===== config.mk =====
export PLATFORM = sky130hd
export DESIGN_NAME = clock_top
export DESIGN_NICKNAME = d
export VERILOG_FILES = /design/src/verilog/clock_pkg.sv /design/src/verilog/button_sync.sv /design/src/verilog/clock_top.sv /design/src/verilog/date_counter.sv /design/src/verilog/mode_ctrl.sv /design/src/verilog/time_counter.sv
export VERILOG_INCLUDE_DIRS = /design/src /design/src/verilog
export SDC_FILE = /design/constraint.sdc
export NUM_CORES = 1
export LEC_CHECK = 0
export ABC_CLOCK_PERIOD_IN_PS = 4100
export BUFFER_PORTS_ARGS = -buffer_cell sky130_fd_sc_hd__buf_2
export CORE_ASPECT_RATIO = 0.9
export CORE_MARGIN = 5
export CORE_UTILIZATION = 25
export CTS_BUF_LIST = sky130_fd_sc_hd__clkbuf_16
export DETAILED_ROUTE_END_ITERATION = 7
export RECOVER_POWER = 25
export SLEW_MARGIN = 10
export SYNTH_ARGS = -nofsm -noshare
export SYNTH_HDL_FRONTEND = slang
export SYNTH_SLANG_ARGS = --single-unit

===== constraint.sdc =====
create_clock -name clk_1Hz -period 4.1 [get_ports clk_1Hz]
set_input_delay 0.615 -clock clk_1Hz [delete_from_list [all_inputs] [get_ports clk_1Hz]]
set_output_delay 0.615 -clock clk_1Hz [all_outputs]
set_load 0.01 [all_outputs]

===== src/verilog/clock_defines.svh =====
`ifndef CLOCK_DEFINES_SVH
`define CLOCK_DEFINES_SVH

// **************************************************
// Field limits
// **************************************************

// Last second and last minute of the count
`define CLK_SEC_MAX 59
`define CLK_MIN_MAX 59

// Last hour of the day
`define CLK_HOUR_MAX 23

// Months run 1 to 12
`define CLK_MONTH_MAX 12

// Years 0 to 99 stand for 2000 to 2099
`define CLK_YEAR_MAX 99

// **************************************************
// Button input
// **************************************************

// Flops in each button synchronizer
`define CLK_SYNC_STAGES 2

`endif


===== src/verilog/clock_pkg.sv =====
package clock_pkg;

	// **************************************************
	// Mode register encoding
	// **************************************************

	// Listed in stepping order, SET_YEAR wraps back to RUN
	typedef enum logic [2:0] {
		RUN       = 3'd0,
		SET_HOUR  = 3'd1,
		SET_MIN   = 3'd2,
		SET_DAY   = 3'd3,
		SET_MONTH = 3'd4,
		SET_YEAR  = 3'd5
	} clock_mode_t;

	// **************************************************
	// Field types
	// **************************************************

	// Time of day
	typedef logic [5:0] sec_t;
	typedef logic [5:0] min_t;
	typedef logic [4:0] hour_t;

	// Day of month, 1 to 31
	typedef logic [4:0] day_t;

	// Month, 1 to 12
	typedef logic [3:0] month_t;

	// Year offset from 2000, 0 to 99
	typedef logic [6:0] year_t;

endpackage


===== src/verilog/button_sync.sv =====
`timescale 1ns/1ps
`include "clock_defines.svh"

module button_sync (
	input  logic clk_1Hz,
	input  logic rst_n,
	input  logic set_btn_n,
	input  logic mode_btn_n,
	output logic set_press,
	output logic mode_press
);

	localparam int STAGES = `CLK_SYNC_STAGES;

	logic [1:0] btn_n;
	logic [1:0] press;

	// Bit 0 is the set button, bit 1 the mode button
	assign btn_n = {mode_btn_n, set_btn_n};

	for (genvar i = 0; i < 2; i++) begin : g_btn
		logic [STAGES-1:0] sync_q;
		logic              level_last;

		// Released level is high, so the chain resets to ones
		always_ff @(posedge clk_1Hz or negedge rst_n) begin
			if (!rst_n) begin
				sync_q     <= '1;
				level_last <= 1'b1;
				press[i]   <= 1'b0;
			end else begin
				sync_q     <= {sync_q[STAGES-2:0], btn_n[i]};
				level_last <= sync_q[STAGES-1];
				// One pulse per falling edge of the synchronized level
				press[i]   <= level_last & ~sync_q[STAGES-1];
			end
		end
	end

	assign set_press  = press[0];
	assign mode_press = press[1];

endmodule


===== src/verilog/clock_top.sv =====
`timescale 1ns/1ps

module clock_top (
	input  logic                   clk_1Hz,
	input  logic                   rst_n,
	input  logic                   set_btn_n,
	input  logic                   mode_btn_n,
	output clock_pkg::clock_mode_t mode,
	output clock_pkg::sec_t        seconds,
	output clock_pkg::min_t        minutes,
	output clock_pkg::hour_t       hours,
	output clock_pkg::day_t        days,
	output clock_pkg::month_t      months,
	output clock_pkg::year_t       years
);

	logic set_press;
	logic mode_press;
	logic day_tick;

	// Button front end
	button_sync u_button_sync (
		.clk_1Hz    (clk_1Hz),
		.rst_n      (rst_n),
		.set_btn_n  (set_btn_n),
		.mode_btn_n (mode_btn_n),
		.set_press  (set_press),
		.mode_press (mode_press)
	);

	mode_ctrl u_mode_ctrl (
		.clk_1Hz    (clk_1Hz),
		.rst_n      (rst_n),
		.mode_press (mode_press),
		.mode       (mode)
	);

	time_counter u_time_counter (
		.clk_1Hz   (clk_1Hz),
		.rst_n     (rst_n),
		.mode      (mode),
		.set_press (set_press),
		.seconds   (seconds),
		.minutes   (minutes),
		.hours     (hours),
		.day_tick  (day_tick)
	);

	// Date advances on the midnight carry
	date_counter u_date_counter (
		.clk_1Hz   (clk_1Hz),
		.rst_n     (rst_n),
		.mode      (mode),
		.set_press (set_press),
		.day_tick  (day_tick),
		.days      (days),
		.months    (months),
		.years     (years)
	);

endmodule


===== src/verilog/date_counter.sv =====
`timescale 1ns/1ps
`include "clock_defines.svh"

module date_counter (
	input  logic                   clk_1Hz,
	input  logic                   rst_n,
	input  clock_pkg::clock_mode_t mode,
	input  logic                   set_press,
	input  logic                   day_tick,
	output clock_pkg::day_t        days,
	output clock_pkg::month_t      months,
	output clock_pkg::year_t       years
);

	import clock_pkg::*;

	localparam month_t MONTH_MAX = month_t'(`CLK_MONTH_MAX);
	localparam year_t  YEAR_MAX  = year_t'(`CLK_YEAR_MAX);

	// **************************************************
	// Calendar rules
	// **************************************************

	// Within 2000 to 2099 every fourth year is a leap year
	function automatic logic is_leap(input year_t y);
		return (y[1:0] == 2'b00);
	endfunction

	function automatic day_t month_len(input month_t m, input year_t y);
		day_t len;
		case (m)
			4'd4, 4'd6, 4'd9, 4'd11: begin
				len = 5'd30;
			end
			4'd2: begin
				len = is_leap(y) ? 5'd29 : 5'd28;
			end
			default: begin
				len = 5'd31;
			end
		endcase
		return len;
	endfunction

	// Pull the day back when the new month or year is shorter
	function automatic day_t clamp_day(input day_t d, input month_t m, input year_t y);
		day_t len;
		len = month_len(m, y);
		return (d > len) ? len : d;
	endfunction

	day_t   cur_len;
	logic   month_end;
	day_t   day_next;
	month_t month_next;
	year_t  year_next;

	assign cur_len    = month_len(months, years);
	assign month_end  = (days == cur_len);
	assign day_next   = month_end ? day_t'(1) : days + 1'b1;
	assign month_next = (months == MONTH_MAX) ? month_t'(1) : months + 1'b1;
	assign year_next  = (years == YEAR_MAX) ? '0 : years + 1'b1;

	// **************************************************
	// Date registers
	// **************************************************

	always_ff @(posedge clk_1Hz or negedge rst_n) begin
		if (!rst_n) begin
			days   <= day_t'(1);
			months <= month_t'(1);
			years  <= '0;
		end else if (day_tick) begin
			days <= day_next;
			if (month_end) begin
				months <= month_next;
				if (months == MONTH_MAX) begin
					years <= year_next;
				end
			end
		end else if (set_press) begin
			case (mode)
				SET_DAY: begin
					days <= day_next;
				end
				SET_MONTH: begin
					months <= month_next;
					days   <= clamp_day(days, month_next, years);
				end
				SET_YEAR: begin
					// Only 29 February can be cut short here
					years <= year_next;
					days  <= clamp_day(days, months, year_next);
				end
				default: begin
				end
			endcase
		end
	end

endmodule


===== src/verilog/mode_ctrl.sv =====
`timescale 1ns/1ps

module mode_ctrl (
	input  logic                   clk_1Hz,
	input  logic                   rst_n,
	input  logic                   mode_press,
	output clock_pkg::clock_mode_t mode
);

	import clock_pkg::*;

	// **************************************************
	// Step order
	// **************************************************

	function automatic clock_mode_t next_mode(input clock_mode_t cur);
		clock_mode_t nxt;
		case (cur)
			RUN: begin
				nxt = SET_HOUR;
			end
			SET_HOUR: begin
				nxt = SET_MIN;
			end
			SET_MIN: begin
				nxt = SET_DAY;
			end
			SET_DAY: begin
				nxt = SET_MONTH;
			end
			SET_MONTH: begin
				nxt = SET_YEAR;
			end
			// SET_YEAR and the unused codes go back to RUN
			default: begin
				nxt = RUN;
			end
		endcase
		return nxt;
	endfunction

	// **************************************************
	// Mode register
	// **************************************************

	// Selects which field a set press acts on
	always_ff @(posedge clk_1Hz or negedge rst_n) begin
		if (!rst_n) begin
			mode <= RUN;
		end else if (mode_press) begin
			mode <= next_mode(mode);
		end
	end

endmodule


===== src/verilog/time_counter.sv =====
`timescale 1ns/1ps
`include "clock_defines.svh"

module time_counter (
	input  logic                   clk_1Hz,
	input  logic                   rst_n,
	input  clock_pkg::clock_mode_t mode,
	input  logic                   set_press,
	output clock_pkg::sec_t        seconds,
	output clock_pkg::min_t        minutes,
	output clock_pkg::hour_t       hours,
	output logic                   day_tick
);

	import clock_pkg::*;

	localparam sec_t  SEC_MAX  = sec_t'(`CLK_SEC_MAX);
	localparam min_t  MIN_MAX  = min_t'(`CLK_MIN_MAX);
	localparam hour_t HOUR_MAX = hour_t'(`CLK_HOUR_MAX);

	logic  sec_last;
	logic  min_last;
	logic  hour_last;
	min_t  min_next;
	hour_t hour_next;

	// **************************************************
	// Wrap detection
	// **************************************************

	assign sec_last  = (seconds == SEC_MAX);
	assign min_last  = (minutes == MIN_MAX);
	assign hour_last = (hours == HOUR_MAX);

	assign min_next  = min_last ? '0 : minutes + 1'b1;
	assign hour_next = hour_last ? '0 : hours + 1'b1;

	// Midnight carry, seen by the date counter on the same edge
	assign day_tick = (mode == RUN) && sec_last && min_last && hour_last;

	// **************************************************
	// Time registers
	// **************************************************

	always_ff @(posedge clk_1Hz or negedge rst_n) begin
		if (!rst_n) begin
			seconds <= '0;
			minutes <= '0;
			hours   <= '0;
		end else begin
			case (mode)
				RUN: begin
					if (sec_last) begin
						seconds <= '0;
						minutes <= min_next;
						if (min_last) begin
							hours <= hour_next;
						end
					end else begin
						seconds <= seconds + 1'b1;
					end
				end
				SET_HOUR: begin
					if (set_press) begin
						hours <= hour_next;
					end
				end
				SET_MIN: begin
					// Setting a minute restarts it from zero seconds
					if (set_press) begin
						minutes <= min_next;
						seconds <= '0;
					end
				end
				// Time is frozen while a date field is being set
				default: begin
				end
			endcase
		end
	end

endmodule

==> results by group <==
Power
  • Static leakage: roughly 1.4 nW
  • Switching share of total power: just under 40%
  • Power per cell area: 642 mW/mm^2
  • Peak supply drop: 0.000184 V
  • Flop pwr share: slightly below 40%
  • Power share of the clock group: 23.1%
  • Power share of the combinational group: a little under two fifths
  • Int Power: 0.00119 W
  • Switching power summed over all nets: ~0.00077 W

Logic synthesis
  • Most area-hungry cell type in the Yosys netlist: sky130_fd_sc_hd__dfrtp_1
  • Count of flip-flops with a built-in enable after synthesis: 0
  • Register area share after synthesis: a little over two fifths
  • Gate Count Post-Synth: 260
  • Netlist Area Pre-Place: approximately 0.0025 mm^2
  • Number of nets produced by synthesis: 282
  • Syn avg cell area: between 9 and 10 um^2
  • Cells taking the most area after synthesis: sky130_fd_sc_hd__dfrtp_1 35%, sky130_fd_sc_hd__ha_1 8.9%, sky130_fd_sc_hd__dfstp_2 8.3%
  • Share of synthesized registers carrying an async set or reset: 100%
  • Top-area cell type share of the netlist area: 35.5%
  • Synth warn: 0
  • Seq cells post-synth: 44
  • Number of different library cells in the post-synthesis netlist: 50
  • Dominant register cell in the synthesized netlist: sky130_fd_sc_hd__dfrtp_1

CTS
  • Source-to-sink clock delay at the later pin of the worst-skew pair: 0.29 ns
  • Setup Fix Bufs, Post-CTS: 0
  • Number of resized instances in the post-cts repair step: 0
  • CTS tree: yes
  • Worst-case clock buffer depth: 2
  • Clock tree root driver cell: sky130_fd_sc_hd__clkbuf_16
  • Count of hold buffers inserted by post-cts repair: 0
  • Number of sinks handled by clock tree synthesis: 44
  • Cts bufs inserted: 5
  • Clock H-tree levels: 2
  • Clock-pin slew on the worst setup and hold paths: ~0.060 ns

Timing
  • Setup repair after global routing missed its margin: no
  • Worst rel slew slack: -60.7%
  • Setup violation total in the final timing report: 0
  • Setup Skew: roughly 0.0081 ns
  • Post-route fraction of the period consumed by the critical path: 76.9%
  • Crit path time final: 3.15 ns
  • FMAX: roughly 0.32 GHz
  • Total count of hold-check failures in the final report: 0
  • Crit path setup slack, layout: 0.947 ns
  • Smallest hold slack: 0.356 ns
  • Setup tns final: 0 ns
  • Least-Margin Pin Slew: 2.41 ns
  • Final slew viol count: 45

Detailed routing
  • Wire length per cell: 12.8 um
  • Total wire length after detailed routing: roughly 5500 um
  • Number of detailed-routing iterations run before antenna repair: 4
  • Total vias in the final route: 2,019
  • DR vias/cell: about 4.7
  • Post-route ant nets: 0
  • Remaining DRCs: 0
  • Detailed Route Iter0 Violations: 102

Worst setup path
  • Kind of cell adding the most delay to the critical path: compound AO/OA/AOI/OAI gates
  • WS Path Type: reg2reg
  • Maximum fanout count along the critical path: 9
  • Critical path startpoint: u_date_counter.months[0]
  • Worst stage delay on the critical path: 0.59 ns
  • Launch point of the worst reg-to-reg path: u_date_counter.months[0]
  • Required time reported for the critical path endpoint: 4.27 ns
  • Critical-path cell with the highest stage delay: sky130_fd_sc_hd__dfstp_2
  • Worst Setup End Kind: flip-flop
  • Number of cells traversed by the worst register-to-register path: 11
  • Worst-path cell chain: inv_1 > ha_1 > o311ai_0 > buf_4 > nor2_1 > ha_1 > nor2b_1 > o21ai_0 > a21oi_1 > o22ai_1 > mux2_2
  • Crit path arrival time: 3.32 ns
  • Crit path launch type: flip-flop
  • Most frequent cell on the critical path: sky130_fd_sc_hd__ha_1
  • Number of cells on the critical path: 11
  • Setup slack, reg-to-reg: about 0.95 ns
  • Timing endpoint of the critical path: u_date_counter.days[1]
  • R2r endpoint: u_date_counter.days[1]
  • Number of buffer and inverter stages on the critical path: 2

Die
  • Die area: ~0.012 mm^2
  • Boundary pin count: 40
  • Starting density of the core: 26.0%
  • Vertical extent of the die: 106 um
  • CORE AREA: 0.00978 mm^2
  • Die extent in x: 116 um
  • Number of cell rows: 34

Status
  • Status: finished, violations left
  • Violations in the final reports: capacitance limit, slew limit

GRT
  • Via count of the first global-routing pass: between 1,500 and 2,000
  • Pin count of the biggest net entering global routing: between 40 and 50
  • Initial antenna violation count: 0
  • First-pass GRT wire length: 9380 um
  • Overflow left after global routing: 0
  • Gr usage total: 9.25%

Flow run
  • Number of max-cap violations: 1

Placement
  • Port Buffer Count: 39
  • Routability cong.: 0.828
  • Post-Place Cells: ~420
  • Hpwl dp: around 4000 um
  • Setup WS pre-CTS: 0.952 ns

Layout
  • Highest-count cells in the layout ignoring fill and taps: 38 x sky130_fd_sc_hd__buf_2, 36 x sky130_fd_sc_hd__dfrtp_1, 22 x sky130_fd_sc_hd__nand2_1
  • Leading cell type in the layout, fill and taps excluded: sky130_fd_sc_hd__buf_2
  • Nets: 325
  • Fraction of final layout cells sized beyond drive strength 1: between 20% and 30%
  • Share of the core filled with cells: between 30% and 40%
  • Relative area change from synthesis to final layout: 20.1%
  • Non-Filler Instances: 430
  • Diodes inserted: 0

Hold path
  • Hold Path Class: reg2reg
  • Number of cells on the worst hold path: 0
==> synth_stat cells (all sizes together) (3+ instances only) <==
cell type and number:
dfrtp 36, nand2 22, nor2 21, ha 18, o21ai 18, a21oi 17, inv 13, mux2 10
nand3 10, nor2b 9, nor3 9, dfstp 8, o31ai 7, a21o 5, a211oi 4, and3 4
clkbuf 4, nand4 4, a31oi 3, and2b 3, mux2i 3, xor2 3
==> logic make-up after synthesis <==
group	Yosys count	share of synthesized area, %
simple gates	98	20.3
xor+xnor	4	1.38
fa+ha+maj	18	8.87
buf+inv	17	2.51
mux	13	6.26
compound gates	66	16.9
flops	44	43.7
==> stage by stage <==
stage | total power, W | area (um^2)
4_1_cts | 0.00199 | 3050
3_3_place_gp | 0.00150 | 2890
6_report | 0.00196 | 3050
5_1_grt | 0.00212 | 3050
2_1_floorplan | 0.00124 | 2540
3_5_place_dp | 0.00152 | 2890
==> power by group through the flow <==
stage | clock network (W) | registers, W | logic, W
6_report | 0.000453 | 0.000759 | 0.000748
5_1_grt | 0.000484 | 0.000789 | 0.000842
4_1_cts | 0.000468 | 0.000759 | 0.000758
3_5_place_dp | 0 | 0.000767 | 0.000752
3_3_place_gp | 0 | 0.000762 | 0.000737
2_1_floorplan | 0 | 0.000753 | 0.000489
==> worst reg2reg max path, stage by stage, from the launching register on <==
cell and delay [ns]:
sky130_fd_sc_hd__dfstp_2 0.59, sky130_fd_sc_hd__inv_1 0.11, sky130_fd_sc_hd__ha_1 0.25, sky130_fd_sc_hd__o311ai_0 0.34, sky130_fd_sc_hd__buf_4 0.20, sky130_fd_sc_hd__nor2_1 0.05
sky130_fd_sc_hd__ha_1 0.27, sky130_fd_sc_hd__nor2b_1 0.13, sky130_fd_sc_hd__o21ai_0 0.13, sky130_fd_sc_hd__a21oi_1 0.08, sky130_fd_sc_hd__o22ai_1 0.47, sky130_fd_sc_hd__mux2_2 0.41
==> sequential cells by signal (all words and copies together) (netlist names), 3 cells and up <==
signal                      flops
u_time_counter.seconds          6
u_date_counter.months           4
u_button_sync.g_btn.sync_q      4
u_date_counter.years            7
u_date_counter.days             5
u_mode_ctrl.mode                3
u_time_counter.hours            5
u_time_counter.minutes          6
==> worst min-delay path by stage <==
stage                                                 from                                to  slack, ns
after floorplan                                      rst_n          u_button_sync.mode_press       0.32
after global placement    u_button_sync.g_btn[0].sync_q[0]  u_button_sync.g_btn[0].sync_q[1]       0.35
after detailed placement  u_button_sync.g_btn[1].sync_q[0]  u_button_sync.g_btn[1].sync_q[1]       0.35
after CTS                 u_button_sync.g_btn[1].sync_q[0]  u_button_sync.g_btn[1].sync_q[1]       0.36
after global routing      u_button_sync.g_btn[1].sync_q[0]  u_button_sync.g_btn[1].sync_q[1]       0.36
final                     u_button_sync.g_btn[1].sync_q[0]  u_button_sync.g_btn[1].sync_q[1]       0.36
==> routing by layer <==
layer  track usage [%]  share of wire, %
met5                 0                 0
met4              2.73               1.3
met3              1.95               2.4
met2              14.3                47
met1              13.0                49
==> layout make-up <==
class	instances	area, um^2
fillers	1033	6730
multi-input cells	199	1370
flip-flops and latches	44	1110
repair buffers	40	201
well taps	126	158
clock buffers	5	125
inverters	13	48.8
clock inverters	3	42.5
No activity file was read; power rests on OpenSTA's default activity.
